==> config.mk <==
export PLATFORM = sky130hd
export DESIGN_NAME = mul_unit
export DESIGN_NICKNAME = d
export VERILOG_FILES = /design/src/source/exec_types_pkg.sv /design/src/source/issue_queue.sv /design/src/source/mul_unit.sv
export VERILOG_INCLUDE_DIRS = /design/src /design/src/source
export SDC_FILE = /design/constraint.sdc
export NUM_CORES = 2
export LEC_CHECK = 0
export ABC_AREA = 1
export BUFFER_PORTS_ARGS = -buffer_cell sky130_fd_sc_hd__buf_2
export CAP_MARGIN = 10
export CORE_MARGIN = 3
export CORE_UTILIZATION = 59
export DETAILED_ROUTE_END_ITERATION = 10
export GPL_TIMING_DRIVEN = 0
export HOLD_SLACK_MARGIN = 0.06
export PLACE_DENSITY = 0.76
export SLEW_MARGIN = 15
export SYNTH_ARGS = -nofsm -noshare
export SYNTH_HDL_FRONTEND = slang
export SYNTH_SLANG_ARGS = --single-unit
==> constraint.sdc <==
create_clock -name clk -period 8.4 [get_ports clk]
set_input_delay 0.84 -clock clk [delete_from_list [all_inputs] [get_ports clk]]
set_output_delay 0.84 -clock clk [all_outputs]
set_load 0.03 [all_outputs]
==> src/source/exec_cfg.svh <==
`ifndef EXEC_CFG_SVH
`define EXEC_CFG_SVH

// datapath widths
`define EXEC_XLEN 32
`define EXEC_TAG_W 6

// issue queue entries per unit, also the starting credit count
`define EXEC_QUEUE_DEPTH 4

// multiplier pop to result latency
`define EXEC_MUL_STAGES 3

// ALU, multiplier, divider
`define EXEC_NUM_UNITS 3

`endif

==> src/source/exec_types_pkg.sv <==
`include "exec_cfg.svh"

package exec_types_pkg;

   typedef logic [`EXEC_XLEN-1:0] data_t;
   typedef logic [`EXEC_TAG_W-1:0] tag_t;

   // op[4:3] selects the unit: 00 ALU, 01 MUL, 10 DIV, 11 ALU shifts
   typedef enum logic [4:0] {
      op_add    = 5'b00_000,
      op_sub    = 5'b00_001,
      op_and    = 5'b00_010,
      op_or     = 5'b00_011,
      op_xor    = 5'b00_100,
      op_slt    = 5'b00_101,
      op_sltu   = 5'b00_110,
      op_mul    = 5'b01_000,
      op_mulh   = 5'b01_001,
      op_mulhsu = 5'b01_010,
      op_mulhu  = 5'b01_011,
      op_div    = 5'b10_000,
      op_divu   = 5'b10_001,
      op_rem    = 5'b10_010,
      op_remu   = 5'b10_011,
      op_sll    = 5'b11_000,
      op_srl    = 5'b11_001,
      op_sra    = 5'b11_010
   } exec_op_t;

   typedef struct packed {
      exec_op_t op;
      tag_t     tag;
      data_t    a;
      data_t    b;
   } exec_payload_t;

   typedef struct packed {
      tag_t  tag;
      data_t data;
   } result_t;

endpackage

==> src/source/issue_queue.sv <==
`include "exec_cfg.svh"

module issue_queue #(
   parameter type payload_type = logic,
   parameter int  depth        = `EXEC_QUEUE_DEPTH
) (
   input  logic        clk,
   input  logic        reset,
   input  logic        push,
   input  payload_type push_data,
   input  logic        pop,
   output payload_type head,
   output logic        not_empty,
   output logic        credit
);
   localparam int idx_w = (depth > 1) ? $clog2(depth) : 1;
   localparam int cnt_w = idx_w + 1;

   payload_type      entries [depth];
   logic [idx_w-1:0] wr_idx;
   logic [idx_w-1:0] rd_idx;
   logic [cnt_w-1:0] count;
   logic             do_pop;

   assign not_empty = (count != '0);
   assign do_pop    = pop && not_empty;
   assign credit    = do_pop;   // one credit per entry leaving
   assign head      = entries[rd_idx];

   always_ff @(posedge clk) begin
      if (reset) begin
         wr_idx <= '0;
         rd_idx <= '0;
         count  <= '0;
      end else begin
         if (push) begin
            wr_idx <= (wr_idx == idx_w'(depth - 1)) ? '0 : wr_idx + 1'b1;
         end
         if (do_pop) begin
            rd_idx <= (rd_idx == idx_w'(depth - 1)) ? '0 : rd_idx + 1'b1;
         end
         count <= count + cnt_w'(push) - cnt_w'(do_pop);
      end
   end

   always_ff @(posedge clk) begin
      if (push) begin
         entries[wr_idx] <= push_data;
      end
   end

endmodule

==> src/source/mul_unit.sv <==
`include "exec_cfg.svh"

module mul_unit (
   input  logic                          clk,
   input  logic                          reset,
   input  logic                          push,
   input  exec_types_pkg::exec_payload_t push_data,
   output logic                          credit,
   output logic                          wb_req,
   output exec_types_pkg::result_t       wb_result,
   input  logic                          grant
);
   import exec_types_pkg::*;

   localparam int xlen = `EXEC_XLEN;
   localparam int pw   = 2 * xlen;
   localparam int n    = `EXEC_MUL_STAGES - 1;   // the output buffer is the last stage

   exec_payload_t   head;
   logic            not_empty;
   logic            advance;
   logic            a_signed;
   logic            b_signed;
   logic [pw+1:0]   full_prod;
   logic [n-1:0]    stage_valid;
   exec_op_t        stage_op [n];
   tag_t            stage_tag [n];
   logic [pw-1:0]   stage_prod [n];
   data_t           last_data;
   result_t         out_buf [2];
   logic [1:0]      buf_count;
   logic            buf_push;
   logic            wr_slot;

   issue_queue #(.payload_type(exec_payload_t), .depth(`EXEC_QUEUE_DEPTH)) u_queue (
      .clk       (clk),
      .reset     (reset),
      .push      (push),
      .push_data (push_data),
      .pop       (advance),
      .head      (head),
      .not_empty (not_empty),
      .credit    (credit)
   );

   assign advance  = (buf_count != 2'd2) || grant;   // stall only on a full buffer
   assign a_signed = (head.op == op_mulh) || (head.op == op_mulhsu);
   assign b_signed = (head.op == op_mulh);

   // 33 bit operands cover all four sign combinations
   assign full_prod = $signed({a_signed & head.a[xlen-1], head.a}) *
                      $signed({b_signed & head.b[xlen-1], head.b});

   always_ff @(posedge clk) begin
      if (reset) begin
         stage_valid <= '0;
      end else if (advance) begin
         stage_valid[0] <= not_empty;
         for (int i = 1; i < n; i++) begin
            stage_valid[i] <= stage_valid[i-1];
         end
      end
   end

   // later stages only delay the product, leaving room to retime the multiplier
   always_ff @(posedge clk) begin
      if (advance) begin
         stage_op[0]   <= head.op;
         stage_tag[0]  <= head.tag;
         stage_prod[0] <= full_prod[pw-1:0];
         for (int i = 1; i < n; i++) begin
            stage_op[i]   <= stage_op[i-1];
            stage_tag[i]  <= stage_tag[i-1];
            stage_prod[i] <= stage_prod[i-1];
         end
      end
   end

   assign last_data = (stage_op[n-1] == op_mul) ? stage_prod[n-1][xlen-1:0]
                                                : stage_prod[n-1][pw-1:xlen];

   assign buf_push = advance && stage_valid[n-1];
   assign wr_slot  = (buf_count == 2'd2) || ((buf_count == 2'd1) && !grant);

   always_ff @(posedge clk) begin
      if (reset) begin
         buf_count <= '0;
      end else begin
         buf_count <= buf_count + 2'(buf_push) - 2'(grant);
      end
   end

   always_ff @(posedge clk) begin
      if (grant) begin
         out_buf[0] <= out_buf[1];   // shift toward the bus
      end
      if (buf_push) begin
         out_buf[wr_slot] <= '{tag: stage_tag[n-1], data: last_data};
      end
   end

   assign wb_req    = (buf_count != '0);
   assign wb_result = out_buf[0];

endmodule

# Word level (Yosys, flattened, before mapping)
# Memory sizes are Yosys's and may differ from the RTL's. A register that Yosys moved wholly into a read port is not among the register bits.
# Cells that the tools add are included.
# classes
reduce_logical,9
n_mul,1
bitwise_logic,2
eq_ne,8
n_mux,13
addsub,6
# op_table
operator,count
multiplier 33 x 33 -> 64 bit,1
2-to-1 mux 32 bit,1
"equality test 5 x 4 -> 1 bit, second input constant",3
2-to-1 mux 1 bit,8
2-to-1 mux 2 bit,4
"equality test 2 bit, second input constant",3
"adder 2 x 1 -> 2 bit, second input constant",2
adder 3 x 1 -> 3 bit,1
logical AND 1 bit,3
logical OR 1 bit,3
nonzero test 3 bit,1
subtractor 3 x 1 -> 3 bit,1
adder 2 x 1 -> 2 bit,1
bitwise AND 1 bit,2
"equality test 2 x 1 -> 1 bit, second input constant",1
"!= test 2 bit, second input constant",1
nonzero test 2 bit,1
subtractor 2 x 1 -> 2 bit,1
logical NOT 1 bit,1
# totals
n_memories,5
ff_bits,11
word_cells,49
input_bits,79
out_inout_bits,40
ramBits,526
# memory_table
name,depth,word_bits,rd,rd_ports_with_merged_regs,write_ports,line_no,source
u_queue.entries,4,75,1,1,1,issue_queue.sv:19,payload_type entries [depth];
stage_prod,2,64,2,0,2,mul_unit.sv:28,logic [pw-1:0] stage_prod [n];
out_buf,2,38,2,0,2,mul_unit.sv:30,result_t out_buf [2];
stage_tag,2,6,2,0,2,mul_unit.sv:27,tag_t stage_tag [n];
stage_op,2,5,2,0,2,mul_unit.sv:26,exec_op_t stage_op [n];

# Logic depth before layout (Yosys ltp)
# logic_depth
ltp_word,5
ltp_mapped,40
ltp_nobuf,39

# Hierarchy
# A second synthesis with hierarchy kept.
# hier_totals
cells_unflattened,6208
hier_area_um2,60020.1
# modules_own_cells
mod,cells_per_inst,seq_area_each_um2,area_each_um2,n_inst
mul_unit,5422,6866.6,47672.0,1
issue_queue,786,9188.8,12348.1,1

# Least setup slack after synthesis
# OpenSTA, ideal clock, no wires.
# synth_path
kind,register -> register
startpoint,register (tool-made name)
endpoint,memory stage_prod[0][60] (netlist name) (data pin)
slack_ns,0.138
n_path_buf,4
arrival_ns,8.009
setup_time_ns,0.253
synth_period_minus_slack_ns,8.262
required_time_ns,8.147
stages_incl_launch_ff,33
cell_sequence,dfxtp_1 > buf_6 > buf_6 > buf_6 > nand2_1 > a32oi_1 > inv_2 > buf_6 > nor2_1 > nand2_1 > fa_1 > fa_1 > inv_1 > fa_1 > inv_1 > fa_1 > inv_1 > fa_1 > fa_1 > fa_1 > inv_1 > fa_1 > inv_1 > ha_1 > nand2_1 > nor2_1 > inv_1 > nor2_1 > inv_1 > nor4_1 > nand3_1 > nand4_1 > nand2_1
# synth_rtl
element,line_no
to (decl),mul_unit.sv:28

==> impl_metrics.tcl <==
set metrics [dict create \
    status "finished with violations" \
    violations "setup timing" \
    multi_input_comb_area_sq_um 38500 \
    syn-cell-area_sq_um 58600 \
    final_antenna_net_count 0 \
    synth_area_leader_cell "fa_1" \
    fmax_mhz 118 \
    rows 114 \
    drive_gt1_share_pct 17.9 \
    dr.first_iter.drc_count 4553 \
    ys.flop_type "edfxtp_1" \
    ys_warn_count 0 \
    syn2layout_area_growth_pct 16.3 \
    wire_per_inst_microns 26.4 \
    grt_pass1_wl_microns 292000 \
    initial_core_util_pct 60.1 \
    finalCritPeriodShare_pct 101 \
    yosysMostFrequentCell "nand2_1" \
    cts_sinks 539 \
    setup_viol 3 \
    wl_microns 199000 \
    grt_overflow_total 0 \
    ys_seq_area_share_pct 27.4 \
    cp.required_ns 8.88 \
    clockBufferDepth 3 \
    drc 0 \
    rsz0062_at_grt "true" \
    die-area_sq_um 103000 \
    synth_cell_type_count 49 \
    critPathMostFrequentCell "fa_1" \
    syn_inst 5856 \
    postSynthNetCount 7282 \
    die_width_microns 321 \
    synth_common_cells "nand2_1 (1,336), inv_1 (1,334), fa_1 (1,126)" \
    synthArstFlopShare_pct 0 \
    arrival_ns 8.95 \
    slew_headroom_pct 40.8 \
    final_nets 7658 \
    grt_start_max_net_pins 128 \
    h-tree-depth 2 \
    skew_ns 0.0566 \
    hpwl_microns 156000 \
    path_max_fanout 10 \
    avgSynthCellArea_sq_um 10.0 \
    core_sq_um 97600 \
    grt_pass1_vias 46100 \
    io_buffers 118 \
    cp_slowest_cell "fa_2" \
    hold_class "input port to flop" \
    cts_tree "built" \
    endpoint_kind "flop" \
    gp_congestion 1.07 \
    io_pins 119 \
    worstSetupStartpointType "flop" \
    slew_viol_final 0 \
    crit_type "flop to flop" \
    worst_slew_pin_slew_ns 0.888 \
    cts_root_buf "clkbuf_16" \
    dr.pass1.iters 5 \
    chipHeight_microns 321 \
    cts_inserted_buffers 55 \
    n_fill_cell 7129 \
    ys_ff_latch 539 \
    cp_slowest_stage_delay_ns 0.64 \
    regArea_sq_um 16100 \
    netlist.area_leader.share_pct 38.4 \
    antenna_found_initial 7 \
    fin_crit_ns 8.47 \
    vias_per_cell 5.79 \
    hold_viol 0 \
    layout_setup_ws_ns -0.0692 \
    synth_edf_count 526 \
    yosys-top-cells-area "fa_1 (38%), edfxtp_1 (27%), nand2_1 (8.6%)" \
    vias 43700 \
    grtUsageTotal_pct 39.4 \
    whs_ns 0.371 \
    clk_latency_ns 0.68 \
    cts.clk_slew.worst_paths_ns 0.06 \
    max_cap_viol_count 0 \
]
==> final timing paths <==
kind	to	from	cells after the start	slack, ns
worst max-delay path	stage_prod[0][49]	flop	37	-0.07
worst min-delay path	u_queue.entries[0][73]	push_data[73]	1	0.37
worst max register to register	stage_prod[0][49]	flop	37	-0.07
worst min register to register	stage_prod[0][79]	stage_prod[0][15]	0	0.41
==> registers in the layout, summed over array words and instances, names as in the netlist, named ones only <==
name and count:
buf_count 2, u_queue.wr_idx 2, stage_valid 2, stage_prod 128, out_buf 76, stage_op 10, u_queue.entries 300, stage_tag 12
u_queue.count 3, u_queue.rd_idx 2
==> per-layer routing <==
layer	global-route usage (%)	part of all wire, %	vias to the layer above
met5	0	0.021	-
met4	24.3	7.8	8
met3	12.8	12	666
met2	60.0	44	2667
met1	49.3	35	22100
li1	-	-	18300
==> kinds of logic after synthesis <==
group | after synthesis | synth area share (%)
xor gates and xnor gates | 53 | 0.792
adders and majority gates | 1347 | 43.2
muxes | 32 | 0.615
and+or+nand+nor | 1937 | 12.8
buffers and inverters | 1598 | 11.1
AOI/OAI and AO/OA | 350 | 4.18
DFF | 539 | 27.4
==> placed cells by master, fill, tap and decap left out, drive strengths merged, types with 2 or more instances in the layout <==
cell and instances:
clkinv 29, fa 1126, clkinvlp 8, o21ai 85, buf 495, dfxtp 13, nor2 478, nor3 13
o21a 2, o21bai 12, ha 221, bufinv 5, nor4 5, a32oi 57, nand3 72, xnor2 10
nand3b 3, a21oi 161, a211oi 2, a21boi 4, diode 6, mux2 32, edfxtp 526, a31oi 5
nand2 1346, o211ai 4, clkbuf 107, xor2 43, o22ai 10, inv 1375, nand4 16, and3 3
a21o 7
==> area by class of cell <==
type	count	share of cell area, %
diodes	6	0.0220
clock buffers	63	2.06
plain buffers	217	2.98
repair buffers	322	4.29
well taps	1276	2.34
flip-flops and latches	539	23.6
inverters	1378	7.72
multi-input cells	3719	56.5
clock inverters	39	0.552
==> metrics by stage <==
stage | instance area [sq um] | utilization, % | instances | setup WS [ns] | setup TNS, ns
6_report | 68200 | 69.9 | 7559 | -0.0692 | -0.150
5_1_grt | 68200 | 69.9 | 7554 | -0.273 | -3.32
4_1_cts | 66000 | 67.7 | 7493 | -0.0257 | -0.0458
3_5_place_dp | 61200 | 62.7 | 7265 | -2.05 | -53.61
3_3_place_gp | 60800 | 62.3 | 7250 | -1.94 | -84.61
2_1_floorplan | 58600 | - | 5856 | 0.138 | 0
==> worst max-delay path: cells and delay by family (launching register included) <==
family	cells	cell delay, ns
adders and majority gates	9	4.56
and+or+nand+nor	13	1.57
buffers and inverters	13	1.49
DFF	1	0.32
xor gates and xnor gates	1	0.20
AOI/OAI and AO/OA	1	0.10
==> what timing repair did <==
action | 4_1_cts | 5_1_grt
endpoints found under the setup margin | 45 | 42
gates resized for setup | 354 | 471
gates cloned | 0 | 2
buffers inserted | 128 | 60
hold buffers | 0 | 0
pin swaps | 69 | 119
Power is left out: the tool's default activity adds up to more than one toggle a clock period on the data nets, which glitch-free logic cannot reach.
