==> src/source/exec_cfg.svh <==
`ifndef EXEC_CFG_SVH
`define EXEC_CFG_SVH

// datapath widths
`define EXEC_XLEN 32
`define EXEC_TAG_W 6

// issue queue entries per unit, also the starting credit count
`define EXEC_QUEUE_DEPTH 4

// multiplier pop to result latency
`define EXEC_MUL_STAGES 3

// ALU, multiplier, divider
`define EXEC_NUM_UNITS 3

`endif

==> src/source/exec_types_pkg.sv <==
`include "exec_cfg.svh"

package exec_types_pkg;

   typedef logic [`EXEC_XLEN-1:0] data_t;
   typedef logic [`EXEC_TAG_W-1:0] tag_t;

   // op[4:3] selects the unit: 00 ALU, 01 MUL, 10 DIV, 11 ALU shifts
   typedef enum logic [4:0] {
      op_add    = 5'b00_000,
      op_sub    = 5'b00_001,
      op_and    = 5'b00_010,
      op_or     = 5'b00_011,
      op_xor    = 5'b00_100,
      op_slt    = 5'b00_101,
      op_sltu   = 5'b00_110,
      op_mul    = 5'b01_000,
      op_mulh   = 5'b01_001,
      op_mulhsu = 5'b01_010,
      op_mulhu  = 5'b01_011,
      op_div    = 5'b10_000,
      op_divu   = 5'b10_001,
      op_rem    = 5'b10_010,
      op_remu   = 5'b10_011,
      op_sll    = 5'b11_000,
      op_srl    = 5'b11_001,
      op_sra    = 5'b11_010
   } exec_op_t;

   typedef struct packed {
      exec_op_t op;
      tag_t     tag;
      data_t    a;
      data_t    b;
   } exec_payload_t;

   typedef struct packed {
      tag_t  tag;
      data_t data;
   } result_t;

endpackage

==> src/source/wb_bus_pkg.sv <==
`include "exec_cfg.svh"

package wb_bus_pkg;

   typedef logic [1:0] unit_id_t;
   typedef logic [`EXEC_NUM_UNITS-1:0] grant_t;

   // requester slots on the writeback bus
   localparam unit_id_t unit_alu = 2'd0;
   localparam unit_id_t unit_mul = 2'd1;
   localparam unit_id_t unit_div = 2'd2;

endpackage

==> src/source/wb_arbiter.sv <==
`include "exec_cfg.svh"

module wb_arbiter (
   input  logic                       clk,
   input  logic                       reset,
   input  logic [`EXEC_NUM_UNITS-1:0] req,
   input  exec_types_pkg::result_t    results [`EXEC_NUM_UNITS],
   output wb_bus_pkg::grant_t         grant,
   output logic                       wb_valid,
   output exec_types_pkg::tag_t       wb_tag,
   output exec_types_pkg::data_t      wb_data
);
   import wb_bus_pkg::*;

   localparam int n = `EXEC_NUM_UNITS;

   unit_id_t last_grant;
   unit_id_t pick;
   logic     found;

   // search starts one past the last winner
   always_comb begin
      int idx;
      grant = '0;
      pick  = last_grant;
      found = 1'b0;
      for (int i = 1; i <= n; i++) begin
         idx = (int'(last_grant) + i) % n;
         if (!found && req[idx]) begin
            found = 1'b1;
            pick  = unit_id_t'(idx);
         end
      end
      grant[pick] = found;
   end

   always_ff @(posedge clk) begin
      if (reset) begin
         wb_valid   <= 1'b0;
         last_grant <= unit_id_t'(n - 1);   // ALU wins first
      end else begin
         wb_valid <= found;
         if (found) begin
            last_grant <= pick;
         end
      end
   end

   always_ff @(posedge clk) begin
      if (found) begin
         wb_tag  <= results[pick].tag;
         wb_data <= results[pick].data;
      end
   end

endmodule

==> config.mk <==
export PLATFORM = sky130hd
export DESIGN_NAME = wb_arbiter
export DESIGN_NICKNAME = d
export VERILOG_FILES = /design/src/source/exec_types_pkg.sv /design/src/source/wb_bus_pkg.sv /design/src/source/wb_arbiter.sv
export VERILOG_INCLUDE_DIRS = /design/src /design/src/source
export SDC_FILE = /design/constraint.sdc
export NUM_CORES = 1
export LEC_CHECK = 0
export ABC_AREA = 1
export BUFFER_PORTS_ARGS = -buffer_cell sky130_fd_sc_hd__clkbuf_2
export CELL_PAD_IN_SITES_DETAIL_PLACEMENT = 0
export CELL_PAD_IN_SITES_GLOBAL_PLACEMENT = 1
export CORE_AREA = 2 2 108 100
export CTS_CLUSTER_SIZE = 28
export DETAILED_ROUTE_END_ITERATION = 8
export DIE_AREA = 0 0 110 102
export MAX_ROUTING_LAYER = met4
export PLACE_DENSITY_LB_ADDON = 0.1
export SLEW_MARGIN = 20
export SYNTH_ARGS = -nofsm -noshare
export SYNTH_HDL_FRONTEND = slang
export SYNTH_SLANG_ARGS = --single-unit
==> constraint.sdc <==
create_clock -name clk -period 2.76 [get_ports clk]
set_input_delay 0.276 -clock clk [delete_from_list [all_inputs] [get_ports clk]]
set_output_delay 0.276 -clock clk [all_outputs]
set_load 0.05 [all_outputs]
# Word level (Yosys, flattened, before mapping)

Cells that the tools add are included.
W data, S select, Z words.

Bits in registers: 41
Latch bits: 0
Bits in writable memories: 0
Memory bits (read-only): 0
Input port bits: 119
Output and inout bits: 42
Word-level logic and storage cells: 43
Memories kept: 0

$add $sub $neg: 3
Multiply operators: 0
Divide/modulo/power cells: 3
Magnitude comparators: 6
Equal/unequal tests: 0
Shifts and indexed selects: 0
Multiplexer cells: 20
Bitwise operators: 2
Reductions and logical operators: 5

Operators with widths:

| cell                    | number |
|---|---|
| $lt A32 B4 Y1 const B   | 3 |
| $mod A32 B3 Y32 const B | 3 |
| $bmux W38 S2            | 1 |
| $mux W38                | 2 |
| $mux W1                 | 10 |
| $add A2 B2 Y3 const B   | 2 |
| $bmux W1 S2             | 3 |
| $mux W2                 | 3 |
| $add A2 B1 Y3 const B   | 1 |
| $and A3 B3 Y3           | 1 |
| $ge A3 B3 Y1 const B    | 1 |
| $logic_and A1 B1 Y1     | 3 |
| $lt A2 B3 Y1 const B    | 1 |
| $not A2 Y3              | 1 |
| $demux W1 S2            | 1 |
| $ge A2 B1 Y1 const B    | 1 |
| $logic_not A1 Y1        | 2 |

# Longest topological paths before layout

Depth after elaboration: 17
Gate-level depth with buffers: 14
Depth with buffers taken out: 13

# Worst setup path after synthesis

Ideal clock, no wire load.

Path type: register -> output
Start: reg last_grant[0]
End: out grant[1]
Arrival time: 2.896 ns
Required time: 2.484 ns
Path slack: -0.412 ns
Stages on the path, launching flop included: 10
Path buffers: 0
Cell sequence: dfxtp_1 inv_1 ha_1 o21ai_1 nand2_4 nand2_1 nor2_1 inv_1 nand3_1 nor2_1

Elaborated cells on any way between the ends: 31
Classes of those cells: add/sub: 3; div: 3; order compare: 2; mux: 17; bitwise: 1; reduce/logical: 5

RTL lines:

| element                                     | RTL line         | RTL |
|---|---|---|
| start, declared                             | wb_arbiter.sv:17 | `unit_id_t last_grant;` |
| start signal, assigned                      | wb_arbiter.sv:40 | `last_grant <= unit_id_t'(n - 1);` |
| start signal, assigned                      | wb_arbiter.sv:44 | `last_grant <= pick;` |
| $add A2 B1 Y3                               | wb_arbiter.sv:28 | `idx = (int'(last_grant) + i) % n;` |
| $mod A32 B3 Y32                             | wb_arbiter.sv:28 |  |
| $bmux W1 S2                                 | wb_arbiter.sv:29 | `if (!found && req[idx]) begin` |
| $mux W1 (implied by the code) (2 in series) | wb_arbiter.sv:29 |  |
| $mux W1                                     | wb_arbiter.sv:29 |  |
| $logic_not A1 Y1                            | wb_arbiter.sv:29 |  |
| $logic_and A1 B1 Y1                         | wb_arbiter.sv:29 |  |
| $mux W1                                     | wb_arbiter.sv:29 |  |
| $logic_not A1 Y1                            | wb_arbiter.sv:29 |  |
| $logic_and A1 B1 Y1                         | wb_arbiter.sv:29 |  |
| $mux W1 *                                   | wb_arbiter.sv:29 |  |
| via found                                   | wb_arbiter.sv:19 | `logic found;` |
| $and A3 B3 Y3 (no source line) *            | n/a              |  |
| end, declared                               | wb_arbiter.sv:8  | `output wb_bus_pkg::grant_t grant,` |

Mark *: on every way through the listed nets, which the timed path passes. The rest lies on a longest branch. The select of a mux whose other input is x is not followed.

# Worst setup path in the final report

Start: reg last_grant[1]
End: out grant[1]

The elaborated chain is that of the path after synthesis.

==> flow_metrics.env <==
export IMPL_hold_ws_ns=0.146
export IMPL_ant_nets=0
export IMPL_routedWlPerCell_um=14.7
export IMPL_synthesis_nets=535
export IMPL_cts_max_path_buffers=2
export IMPL_synth_cells_most_frequent="sky130_fd_sc_hd__nand3_1 (168), sky130_fd_sc_hd__inv_1 (85), sky130_fd_sc_hd__nand2_1 (64)"
export IMPL_synth_yosys_seq_area_share=0.407
export IMPL_status="finished, final reports clean"
export IMPL_drc_errors=0
export IMPL_cap_violations=0
export IMPL_vias_per_cell=4.67
export IMPL_numCtsBuffers=5
export IMPL_hold_path_depth=2
export IMPL_hold_path_class="primary input to register"
export IMPL_finalWorstSetupSlack_ns=0.179
export IMPL_grt_first_pass_wirelength_um=15600
export IMPL_htreeDepth=2
export IMPL_detailedPlace_worstSlack_ns=0.234
export IMPL_holdPathEnd="last_grant[0]$_SDFFE_PP0P_"
export IMPL_final_period_minus_worst_setup_slack_ns=2.58
export IMPL_pin_count=161
export IMPL_die_h_um=102
export IMPL_post_synth_top_area_cell="sky130_fd_sc_hd__edfxtp_1"
export IMPL_drive_above_1_share=0.354
export IMPL_first_global_vias=3160
export IMPL_final_design_area_no_fill_um2=4040
export IMPL_syn_to_final_growth_pct=36.8
export IMPL_worstReg2RegStart="last_grant[1]$_SDFFE_PP1P_"
export IMPL_route_vias_total=3255
export IMPL_syn_mean_instance_area_um2=7.16
export IMPL_rows=35
export IMPL_ys_types=19
export IMPL_cell_with_the_most_instances_after_synthesis="sky130_fd_sc_hd__nand3_1"
export IMPL_ys_seq_elements=41
export IMPL_ys_warnings_count=0
export IMPL_cts_tree="yes"
export IMPL_root_buffer="sky130_fd_sc_hd__clkbuf_8"
export IMPL_critPathMaxFanout=8
export IMPL_nets=690
export IMPL_post_dp_hpwl_um=7130
export IMPL_grt_overflow=0
export IMPL_drt_first_pass_iters=4
export IMPL_first_drt_iteration_drcs=142
export IMPL_achievable_frequency_ghz=0.387
export IMPL_postSynthCellCount=412
export IMPL_synthesized_cell_area_um2=2950
export IMPL_placedInstanceArea_um2=3870
export IMPL_required_worst_endpoint_ns=2.48
export IMPL_number_of_enable_flip_flop_cells_after_synthesis=38
export IMPL_antenna_diode_instance_count=0
export IMPL_grt_use_total=0.186
export IMPL_die_width_um=110
export IMPL_start_util=0.294
export IMPL_setup_reg_to_reg_worst_slack_ns=0.28
export IMPL_synth_top_flop_cell="sky130_fd_sc_hd__edfxtp_1"
export IMPL_die_area_um2=11200
export IMPL_rr_worst_depth=14
export IMPL_cts_reportedPaths_clkPinSlew_ns=0.09
export IMPL_grt_start_max_net_pins=39
export IMPL_final_cycle_utilization_of_the_critical_path=0.935
export IMPL_setup_tns_ns=0
export IMPL_core_area_um2=10000
export IMPL_worst_setup_path_end_kind="output pin"
export IMPL_port_buffers=160
export IMPL_r2r_end="wb_data[0]$_DFFE_PP_"
export IMPL_number_of_antenna_violations_at_the_first_check_in_global_routing=0
export IMPL_clock_latency_ns=0.30
export IMPL_slew_headroom=0.730
export IMPL_synthArstFlopShare=0
export IMPL_hold_viol=0
export IMPL_cts_hold_fix_buffers=0
export IMPL_netlist_top_cells_area="sky130_fd_sc_hd__edfxtp_1 (39%), sky130_fd_sc_hd__nand3_1 (28%), sky130_fd_sc_hd__inv_1 (11%), sky130_fd_sc_hd__nand2_1 (8.1%), sky130_fd_sc_hd__buf_2 (2.9%)"
export IMPL_hp_start="reset"
export IMPL_finalWeightedCongestion=0.812
export IMPL_clkSinkCount=41
export IMPL_crit_arrival_ns=2.30
export IMPL_worst_pin_slew_ns=0.405
export IMPL_slew_viol_final=0
export IMPL_setup_worst_path_class="register to output pin"
export IMPL_synth_top_cell_area_share=0.387
export IMPL_setup_viol=0
export IMPL_crit_path_start_kind="register"
export IMPL_final_setup_skew_ns=0.00782
export IMPL_total_length_of_routed_wires_um=10200
## state kept, by name (all words and copies together) (netlist names)
register / count
wb_valid: 1
last_grant: 2
wb_data: 32
wb_tag: 6
## per-stage QoR
stage           util  cells
3_5_place_dp   0.386    686
4_1_cts        0.398    694
6_report       0.403    697
3_3_place_gp   0.386    686
5_1_grt        0.403    697
2_1_floorplan      -    412
## cell type report
cell class	count	area, µm²
repair buffers	176	955
well taps	129	161
inverters	90	342
fillers	1092	5990
multi-input cells	253	1270
clock buffers	6	72.6
flip-flops and latches	41	1200
clock inverters	2	33.8
## worst max-delay path, cell delays in order (launching register included)
cell and delay (ns):
sky130_fd_sc_hd__dfxtp_2 0.39, sky130_fd_sc_hd__inv_1 0.07, sky130_fd_sc_hd__ha_1 0.27, sky130_fd_sc_hd__inv_2 0.15, sky130_fd_sc_hd__nand3_2 0.13, sky130_fd_sc_hd__nand2_4 0.14, sky130_fd_sc_hd__nand2_1 0.07, sky130_fd_sc_hd__nor2_1 0.23
sky130_fd_sc_hd__clkinvlp_4 0.18, sky130_fd_sc_hd__nand3_1 0.12, sky130_fd_sc_hd__nor2_2 0.04, sky130_fd_sc_hd__buf_2 0.21
## worst max-delay path by stage
stage / start / end / slack, ns
6_report: last_grant[1]$_SDFFE_PP1P_ / grant[1] / 0.18
5_1_grt: last_grant[1]$_SDFFE_PP1P_ / grant[0] / -0.003
4_1_cts: last_grant[0]$_SDFFE_PP0P_ / grant[1] / 0.003
3_5_place_dp: last_grant[0]$_SDFFE_PP0P_ / wb_data[16]$_DFFE_PP_ / 0.23
3_3_place_gp: last_grant[0]$_SDFFE_PP0P_ / wb_data[3]$_DFFE_PP_ / 0.29
2_1_floorplan: last_grant[0]$_SDFFE_PP0P_ / grant[0] / 0.003
## kinds of logic after synthesis
logic type / share of synthesized area
simple gates: 0.396
buf+inv: 0.175
fa+ha+maj: 0.0170
flops: 0.407
compound gates: 0.00509
## what timing repair did
action	CTS	global route
setup endpoints to repair	2	37
setup buffers	0	3
pin swaps	0	2
gates resized for setup	3	7
## cell usage in the layout, fill, tap and decap left out
cell type / count
sky130_fd_sc_hd__clkbuf_8: 6
sky130_fd_sc_hd__nand3_2: 2
sky130_fd_sc_hd__nand3_4: 1
sky130_fd_sc_hd__o21ai_0: 1
sky130_fd_sc_hd__nand2_2: 1
sky130_fd_sc_hd__nor2_4: 1
sky130_fd_sc_hd__buf_12: 2
sky130_fd_sc_hd__dfxtp_2: 2
sky130_fd_sc_hd__nand2_1: 64
sky130_fd_sc_hd__dfxtp_1: 1
sky130_fd_sc_hd__nand2_4: 2
sky130_fd_sc_hd__buf_4: 14
sky130_fd_sc_hd__clkinvlp_4: 1
sky130_fd_sc_hd__clkbuf_2: 158
sky130_fd_sc_hd__ha_1: 3
sky130_fd_sc_hd__buf_2: 1
sky130_fd_sc_hd__clkbuf_1: 1
sky130_fd_sc_hd__bufinv_16: 1
sky130_fd_sc_hd__ha_4: 1
sky130_fd_sc_hd__edfxtp_1: 38
sky130_fd_sc_hd__nand3_1: 167
sky130_fd_sc_hd__nor2_1: 6
sky130_fd_sc_hd__inv_2: 5
sky130_fd_sc_hd__clkinv_1: 1
sky130_fd_sc_hd__o21ai_2: 1
sky130_fd_sc_hd__o21ai_1: 1
sky130_fd_sc_hd__inv_1: 84
sky130_fd_sc_hd__nor2_2: 2
## per-layer routing
| metal | global-route usage | wire [µm] |
|---|---|---|
| met4 | 0.0467 | 114 |
| met1 | 0.237 | 4420 |
| met5 | - | 0 |
| met3 | 0.0293 | 746 |
| met2 | 0.308 | 4940 |
Power is left out: the tool's default activity adds up to more than one toggle a clock period on the data nets, which glitch-free logic cannot reach.
