===== src/source/exec_cfg.svh =====
`ifndef EXEC_CFG_SVH
`define EXEC_CFG_SVH

// datapath widths
`define EXEC_XLEN 32
`define EXEC_TAG_W 6

// issue queue entries per unit, also the starting credit count
`define EXEC_QUEUE_DEPTH 4

// multiplier pop to result latency
`define EXEC_MUL_STAGES 3

// ALU, multiplier, divider
`define EXEC_NUM_UNITS 3

`endif


===== src/source/exec_types_pkg.sv =====
`include "exec_cfg.svh"

package exec_types_pkg;

   typedef logic [`EXEC_XLEN-1:0] data_t;
   typedef logic [`EXEC_TAG_W-1:0] tag_t;

   // op[4:3] selects the unit: 00 ALU, 01 MUL, 10 DIV, 11 ALU shifts
   typedef enum logic [4:0] {
      op_add    = 5'b00_000,
      op_sub    = 5'b00_001,
      op_and    = 5'b00_010,
      op_or     = 5'b00_011,
      op_xor    = 5'b00_100,
      op_slt    = 5'b00_101,
      op_sltu   = 5'b00_110,
      op_mul    = 5'b01_000,
      op_mulh   = 5'b01_001,
      op_mulhsu = 5'b01_010,
      op_mulhu  = 5'b01_011,
      op_div    = 5'b10_000,
      op_divu   = 5'b10_001,
      op_rem    = 5'b10_010,
      op_remu   = 5'b10_011,
      op_sll    = 5'b11_000,
      op_srl    = 5'b11_001,
      op_sra    = 5'b11_010
   } exec_op_t;

   typedef struct packed {
      exec_op_t op;
      tag_t     tag;
      data_t    a;
      data_t    b;
   } exec_payload_t;

   typedef struct packed {
      tag_t  tag;
      data_t data;
   } result_t;

endpackage


===== src/source/alu_unit.sv =====
`include "exec_cfg.svh"

module alu_unit (
   input  logic                          clk,
   input  logic                          reset,
   input  logic                          push,
   input  exec_types_pkg::exec_payload_t push_data,
   output logic                          credit,
   output logic                          wb_req,
   output exec_types_pkg::result_t       wb_result,
   input  logic                          grant
);
   import exec_types_pkg::*;

   exec_payload_t                  head;
   logic                           not_empty;
   logic                           pop;
   logic                           hold_valid;
   result_t                        hold;
   data_t                          alu_out;
   logic [$clog2(`EXEC_XLEN)-1:0]  shamt;

   issue_queue #(.payload_type(exec_payload_t), .depth(`EXEC_QUEUE_DEPTH)) u_queue (
      .clk       (clk),
      .reset     (reset),
      .push      (push),
      .push_data (push_data),
      .pop       (pop),
      .head      (head),
      .not_empty (not_empty),
      .credit    (credit)
   );

   assign pop   = !hold_valid || grant;   // hold register frees up this cycle
   assign shamt = head.b[$clog2(`EXEC_XLEN)-1:0];   // only low bits count

   always_comb begin
      case (head.op)
         op_sub:  alu_out = head.a - head.b;
         op_and:  alu_out = head.a & head.b;
         op_or:   alu_out = head.a | head.b;
         op_xor:  alu_out = head.a ^ head.b;
         op_slt:  alu_out = data_t'($signed(head.a) < $signed(head.b));
         op_sltu: alu_out = data_t'(head.a < head.b);
         op_sll:  alu_out = head.a << shamt;
         op_srl:  alu_out = head.a >> shamt;
         op_sra:  alu_out = data_t'($signed(head.a) >>> shamt);
         default: alu_out = head.a + head.b;
      endcase
   end

   always_ff @(posedge clk) begin
      if (reset) begin
         hold_valid <= 1'b0;
      end else if (pop) begin
         hold_valid <= not_empty;
      end
   end

   always_ff @(posedge clk) begin
      if (pop && not_empty) begin
         hold <= '{tag: head.tag, data: alu_out};
      end
   end

   assign wb_req    = hold_valid;
   assign wb_result = hold;

endmodule


===== src/source/issue_queue.sv =====
`include "exec_cfg.svh"

module issue_queue #(
   parameter type payload_type = logic,
   parameter int  depth        = `EXEC_QUEUE_DEPTH
) (
   input  logic        clk,
   input  logic        reset,
   input  logic        push,
   input  payload_type push_data,
   input  logic        pop,
   output payload_type head,
   output logic        not_empty,
   output logic        credit
);
   localparam int idx_w = (depth > 1) ? $clog2(depth) : 1;
   localparam int cnt_w = idx_w + 1;

   payload_type      entries [depth];
   logic [idx_w-1:0] wr_idx;
   logic [idx_w-1:0] rd_idx;
   logic [cnt_w-1:0] count;
   logic             do_pop;

   assign not_empty = (count != '0);
   assign do_pop    = pop && not_empty;
   assign credit    = do_pop;   // one credit per entry leaving
   assign head      = entries[rd_idx];

   always_ff @(posedge clk) begin
      if (reset) begin
         wr_idx <= '0;
         rd_idx <= '0;
         count  <= '0;
      end else begin
         if (push) begin
            wr_idx <= (wr_idx == idx_w'(depth - 1)) ? '0 : wr_idx + 1'b1;
         end
         if (do_pop) begin
            rd_idx <= (rd_idx == idx_w'(depth - 1)) ? '0 : rd_idx + 1'b1;
         end
         count <= count + cnt_w'(push) - cnt_w'(do_pop);
      end
   end

   always_ff @(posedge clk) begin
      if (push) begin
         entries[wr_idx] <= push_data;
      end
   end

endmodule


===== config.mk =====
export PLATFORM = sky130hd
export DESIGN_NAME = alu_unit
export DESIGN_NICKNAME = d
export VERILOG_FILES = /design/src/source/exec_types_pkg.sv /design/src/source/alu_unit.sv /design/src/source/issue_queue.sv
export VERILOG_INCLUDE_DIRS = /design/src /design/src/source
export SDC_FILE = /design/constraint.sdc
export NUM_CORES = 1
export LEC_CHECK = 0
export ABC_AREA = 0
export BUFFER_PORTS_ARGS = -buffer_cell sky130_fd_sc_hd__clkbuf_2
export CAP_MARGIN = 40
export CORE_ASPECT_RATIO = 0.9
export CORE_MARGIN = 2
export CORE_UTILIZATION = 35
export CTS_BUF_LIST = sky130_fd_sc_hd__clkbuf_2 sky130_fd_sc_hd__clkbuf_4 sky130_fd_sc_hd__clkbuf_8
export DETAILED_ROUTE_END_ITERATION = 7
export PLACE_DENSITY = 0.52
export SLEW_MARGIN = 10
export SYNTH_ARGS = -nofsm -noshare
export SYNTH_HDL_FRONTEND = slang
export SYNTH_SLANG_ARGS = --single-unit
export TNS_END_PERCENT = 10

===== constraint.sdc =====
create_clock -name clk -period 6.3 [get_ports clk]
set_clock_uncertainty 0.1 [all_clocks]
set_input_delay 0.63 -clock clk [delete_from_list [all_inputs] [get_ports clk]]
set_output_delay 0.63 -clock clk [all_outputs]
set_load 0.02 [all_outputs]

### Word-level counts from Yosys, hierarchy flattened

Memory sizes are Yosys's and may differ from the RTL's. A register that Yosys moved wholly into a read port is not among the register bits.
Index checks and enable logic that the tools add are counted.

| storage, ports and cells | value |
|---|---|
| output and inout bits | 40 |
| input bits | 79 |
| register bits after elaboration | 46 |
| memories | 1 |
| logic and storage cells | 43 |
| RAM bits | 300 |

Memories:

| memory | words | bits a word | read ports | clocked after memory_dff | wr ports | line | RTL |
|---|---|---|---|---|---|---|---|
| u_queue.entries | 4 | 75 | 1 | 1 | 1 | issue_queue.sv:19 | `payload_type entries [depth];` |

| cells by class | value |
|---|---|
| $lt $le $gt $ge | 2 |
| bitwise operators | 3 |
| reductions and logical operators | 4 |
| shifts and indexed selects | 3 |
| mux-type cells | 7 |
| add/sub/neg operators | 6 |
| equal/unequal tests | 11 |

Operators with widths:

| operator | count |
|---|---|
| case mux 32 bit (9 select lines) | 1 |
| < comparator 32 bit | 2 |
| adder 32 bit | 1 |
| bitwise AND 32 bit | 1 |
| OR 32 bit | 1 |
| left shift 32 x 5 -> 32 bit | 1 |
| right shift 32 x 5 -> 32 bit | 1 |
| >>> shifter 32 x 5 -> 32 bit | 1 |
| subtractor 32 bit | 1 |
| XOR 32 bit | 1 |
| equality test 5 x 3 -> 1 bit (second input constant) | 3 |
| equality test 5 bit (second input constant) | 3 |
| equality test 5 x 2 -> 1 bit (second input constant) | 2 |
| 2-to-1 mux 2 bit | 4 |
| equality test 5 x 1 -> 1 bit (second input constant) | 1 |
| adder 2 x 1 -> 2 bit (second input constant) | 2 |
| equality test 2 bit (second input constant) | 2 |
| adder 3 x 1 -> 3 bit | 1 |
| nonzero test 3 bit | 1 |
| subtractor 3 x 1 -> 3 bit | 1 |
| 2-to-1 mux 1 bit | 2 |
| logical AND 1 bit | 1 |
| logical NOT 1 bit | 1 |
| logical OR 1 bit | 1 |

### Longest topological paths before layout

| logic depth | value |
|---|---|
| depth in word-level cells | 5 |
| depth in mapped cells | 19 |

### By module

Synthesis repeated with hierarchy kept, for this count alone.

| second synthesis, totals | value |
|---|---|
| cells, all modules | 1738 |
| area total of the unflattened synthesis | 21010.2 µm² |

Modules (own cells, without submodules):

| module | area an instance (µm²) | instances | cells an instance |
|---|---|---|---|
| issue_queue | 11283.3 | 1 | 435 |
| alu_unit | 9726.8 | 1 | 1303 |

### Worst setup path before layout

OpenSTA, ideal clock, no wires.

| timing path | value |
|---|---|
| kind | register to register |
| start point | register (tool-made name) |
| end point | register hold (netlist bit wb_result[27]), data pin |
| buffers on the path | 6 |
| cell stages (with the launch flop) | 18 |
| arrival | 4.735 ns |
| slack | 1.204 ns |
| required time | 5.939 ns |
| path through | dfxtp_1 > buf_6 > buf_12 > buf_6 > buf_2 > buf_1 > mux4_2 > inv_1 > ha_1 > clkbuf_1 > nand4_1 > or2_2 > o31ai_1 > a31oi_1 > o311a_1 > o41ai_1 > nor3_1 > a221o_1 |

RTL lines:

| item | line | RTL |
|---|---|---|
| end signal: assignment | alu_unit.sv:62 | `hold <= '{tag: head.tag, data: alu_out};` |
| end: declaration | alu_unit.sv:19 | `result_t hold;` |

==> metrics.md <==
| Metric | Value |
|---|---|
| Normalized max-slew margin | 34.38% |
| Final routed wire length divided by cell count | around 25 um |
| Number of synthesized register bits | 348 |
| Core Rows | 85 |
| Number of maximum-capacitance violations | 0 |
| Final Slew Violations | 0 |
| Antenna-violating nets left | 0 |
| CTS buffer count | 58 |
| Unrepaired setup endpoints after global routing | false |
| Syn Nets | slightly below 2000 |
| Hold Worst Slack | between 60 and 70 ps |
| Cell count after synthesis | ~1800 |
| Distinct cell type count after synthesis | between 70 and 80 |
| Crit path setup slack, layout | between 900 and 1000 ps |
| Area fraction of the dominant cell type after synthesis | ~48% |
| Detail-routed via count per cell | about 5.8 |
| First-iteration detailed-routing DRC count | approximately 1900 |
| Detailed-router iteration count before antenna repair | 5 |
| CTS hold repair buffers | 0 |
| Clock latency on the worst-skew pair | just under 700 ps |
| Type of destination of the critical path | register |
| Summed negative setup slack over all endpoints | 0 ps |
| Final Hold Fails | 0 |
| Die W | ~260 um |
| Share of cells above drive strength 1 | about a fifth |
| Count of synthesis-stage warnings from yosys | 0 |
| Clock Path Buffers | 3 |
| Max Freq | approximately 190 MHz |
| Via count of the first global-routing pass | 15300 |
| Final number of setup-violating endpoints | 0 |
| Time the final worst path needs with I/O delays and setup | around 5400 ps |
| Post-CTS setup buffer count | 0 |
| Outcome | finished clean |
| Count of flip-flops with a built-in enable after synthesis | 338 |
| GRT Overall Usage | around 22% |
| Drt total wl | between 60000 and 70000 um |
| Total standard cell area after synthesis | 21030 sq um |
| Final routed DRC violation total | 0 |
| Floorplan Core Area | approximately 60000 sq um |
| Proportion of register bits with asynchronous set or reset after synthesis | 0% |
| Top cell type by total area after synthesis | sky130_fd_sc_hd__edfxtp_1 |
| Kind of launch point of the worst setup path | register |
| Maximum number of pins on one net before global-route repair | 68 |
| Post-detailed-placement half-perimeter wirelength | around 50000 um |
| Worst-case setup slack after placement | between 900 and 1000 ps |
| Vias | 15740 |
| Number of clock sinks | approximately 350 |
| CTS Root Buffer Type | sky130_fd_sc_hd__clkbuf_8 |
| Total Die Area | between 60000 and 70000 sq um |
| Number of nets in the layout | between 2000 and 2500 |
| Share of the yosys chip area belonging to registers | between 40% and 50% |
| Area Growth Syn to Fin | 11.93% |
| Post-CTS sizing | 0 |
| Setup CP Type | reg2reg |
| Sum of overflow across all layers after global routing | 0 |
| Number of antenna violations at the first check in global routing | 1 |
| Vertical die dimension | between 200 and 250 um |
| Clock tree from TritonCTS | done |
| Clock slew at the register clock pins of the worst setup and hold paths | approximately 60 ps |
| Placer Congestion | ~0.94 |
| Global-route wire length before repair | about 100000 um |
| Dominant register cell in the synthesized netlist | sky130_fd_sc_hd__edfxtp_1 |
| Level count of the clock H-tree | 2 |
| Period utilisation layout | a little under nine tenths |
| Data arrival time at the worst-slack endpoint | ~5700 ps |
| Main area contributors after synthesis | sky130_fd_sc_hd__edfxtp_1, sky130_fd_sc_hd__mux4_2, sky130_fd_sc_hd__ha_1, sky130_fd_sc_hd__mux2i_1, sky130_fd_sc_hd__a21oi_1 |
| Worst min-delay path class | in2reg |
| Number of I/O pins | around 120 |
| Initial core utilization | around a third |
| Worst-Margin Slew | 973.9 ps |
| Maximum fanout count along the critical path | 56 |
| Synthesized area per cell | 11.74 sq um |
| Critical Path RT | around 6600 ps |
| Port-buffer cells | roughly 120 |
## cells in the mapped netlist (5+ instances only)
library cell	n
sky130_fd_sc_hd__edfxtp_1	338
sky130_fd_sc_hd__nor2_1	157
sky130_fd_sc_hd__a21oi_1	137
sky130_fd_sc_hd__nand2_1	109
sky130_fd_sc_hd__ha_1	104
sky130_fd_sc_hd__mux2i_1	104
sky130_fd_sc_hd__inv_1	101
sky130_fd_sc_hd__o21ai_0	87
sky130_fd_sc_hd__clkbuf_1	64
sky130_fd_sc_hd__mux4_2	58
sky130_fd_sc_hd__mux2_2	34
sky130_fd_sc_hd__nor3_1	31
sky130_fd_sc_hd__o211ai_1	29
sky130_fd_sc_hd__a221oi_1	26
sky130_fd_sc_hd__buf_2	25
sky130_fd_sc_hd__nand3_1	24
sky130_fd_sc_hd__a211oi_1	21
sky130_fd_sc_hd__a31oi_1	20
sky130_fd_sc_hd__o21bai_1	20
sky130_fd_sc_hd__a21o_1	17
sky130_fd_sc_hd__nand2b_1	16
sky130_fd_sc_hd__buf_1	15
sky130_fd_sc_hd__mux4_1	14
sky130_fd_sc_hd__a221o_1	13
sky130_fd_sc_hd__a211o_1	12
sky130_fd_sc_hd__nor2b_1	11
sky130_fd_sc_hd__o221ai_1	11
sky130_fd_sc_hd__dfxtp_1	10
sky130_fd_sc_hd__o31ai_1	10
sky130_fd_sc_hd__a2111oi_0	9
sky130_fd_sc_hd__and2_1	9
sky130_fd_sc_hd__o21a_1	9
sky130_fd_sc_hd__xnor2_1	9
sky130_fd_sc_hd__buf_4	8
sky130_fd_sc_hd__o22ai_1	8
sky130_fd_sc_hd__or3_1	8
sky130_fd_sc_hd__and3_1	7
sky130_fd_sc_hd__buf_6	7
sky130_fd_sc_hd__o311ai_0	7
sky130_fd_sc_hd__o2111ai_1	6
sky130_fd_sc_hd__o221a_2	6
sky130_fd_sc_hd__nor4_1	5
sky130_fd_sc_hd__o311a_1	5
sky130_fd_sc_hd__or2_2	5
## registers in the layout, indices dropped and copies added (netlist names), named ones only
register	flops
u_queue.entries	300
wb_result	38
u_queue.count	3
u_queue.rd_idx	2
u_queue.wr_idx	2
wb_req	1
## layout make-up
type | instances | area [sq um]
diodes | 1 | 2.502
well taps | 783 | 979.7
clock inverters | 32 | 229.0
clock buffers | 74 | 918.4
fillers | 5766 | 36120
repair buffers | 161 | 940.9
inverters | 101 | 379.1
flip-flops and latches | 348 | 10360
multi-input cells | 1222 | 9732
## per-stage QoR
step	std cells	utilization, %	area, sq um
2_1_floorplan	1792	-	21030
3_3_place_gp	2613	37.45	22350
3_5_place_dp	2615	37.53	22390
4_1_cts	2721	39.45	23540
5_1_grt	2721	39.45	23540
6_report	2722	39.45	23540
## cells in the final DEF, fill, tap and decap left out, drive strengths merged, types with 6 or more instances in the layout
master and count:
a211o 12, inv 103, nor2 157, nand2b 16
clkbuf 192, mux4 72, a221o 13, ha 104
nand3 24, o21a 9, a21oi 137, dfxtp 10
nor2b 11, a2111oi 9, o221ai 11, nand2 109
a221oi 26, buf 43, mux2i 106, a31oi 20
a21o 17, and2 9, o21bai 20, o221a 6
xnor2 9, o21ai 90, mux2 34, edfxtp 338
o211ai 29, clkinv 27, a211oi 21, o2111ai 6
o31ai 10, o22ai 8, and3 7, or3 8
nor3 31, o311ai 7
## path summary, 6_finish.rpt
| kind | startpoint | endpoint | slack [ps] | depth (start not counted) |
|---|---|---|---|---|
| max | register | wb_result[27] | 920 | 13 |
| max reg2reg | register | wb_result[27] | 920 | 13 |
| min | push_data[22] | u_queue.entries[2][22] | 60 | 1 |
| min reg2reg | wb_req | wb_req | 420 | 2 |
## routing by layer
| metal | routed length (um) | up-vias | GRT usage (%) |
|---|---|---|---|
| li1 | - | 7144 | - |
| met4 | 1932 | 0 | 6.914 |
| met2 | 29770 | 662 | 32.29 |
| met3 | 5395 | 89 | 4.597 |
| met1 | 31540 | 7841 | 32.10 |
| met5 | 0 | - | 0 |
## worst max-delay path: stages (launching register included)
cell and delay [ps]:
sky130_fd_sc_hd__dfxtp_4 490, sky130_fd_sc_hd__buf_4 290, sky130_fd_sc_hd__mux4_4 340, sky130_fd_sc_hd__buf_4 630
sky130_fd_sc_hd__ha_1 360, sky130_fd_sc_hd__a211oi_1 120, sky130_fd_sc_hd__o211ai_1 290, sky130_fd_sc_hd__nand2_1 210
sky130_fd_sc_hd__o31ai_1 640, sky130_fd_sc_hd__a31oi_1 290, sky130_fd_sc_hd__o311a_1 440, sky130_fd_sc_hd__o41ai_1 450
sky130_fd_sc_hd__nor3_1 80, sky130_fd_sc_hd__a221o_1 360
## cell families after synthesis
kind of cell	after synthesis	synth area share [%]
and+or+nand+nor	398	8.472
xor gates and xnor gates	13	0.5414
buffers and inverters	222	4.658
DFF	348	49.21
adders and majority gates	107	6.473
muxes	212	14.90
AOI/OAI and AO/OA	492	15.74
Power is left out: the tool's default activity adds up to more than one toggle a clock period on the data nets, which glitch-free logic cannot reach.
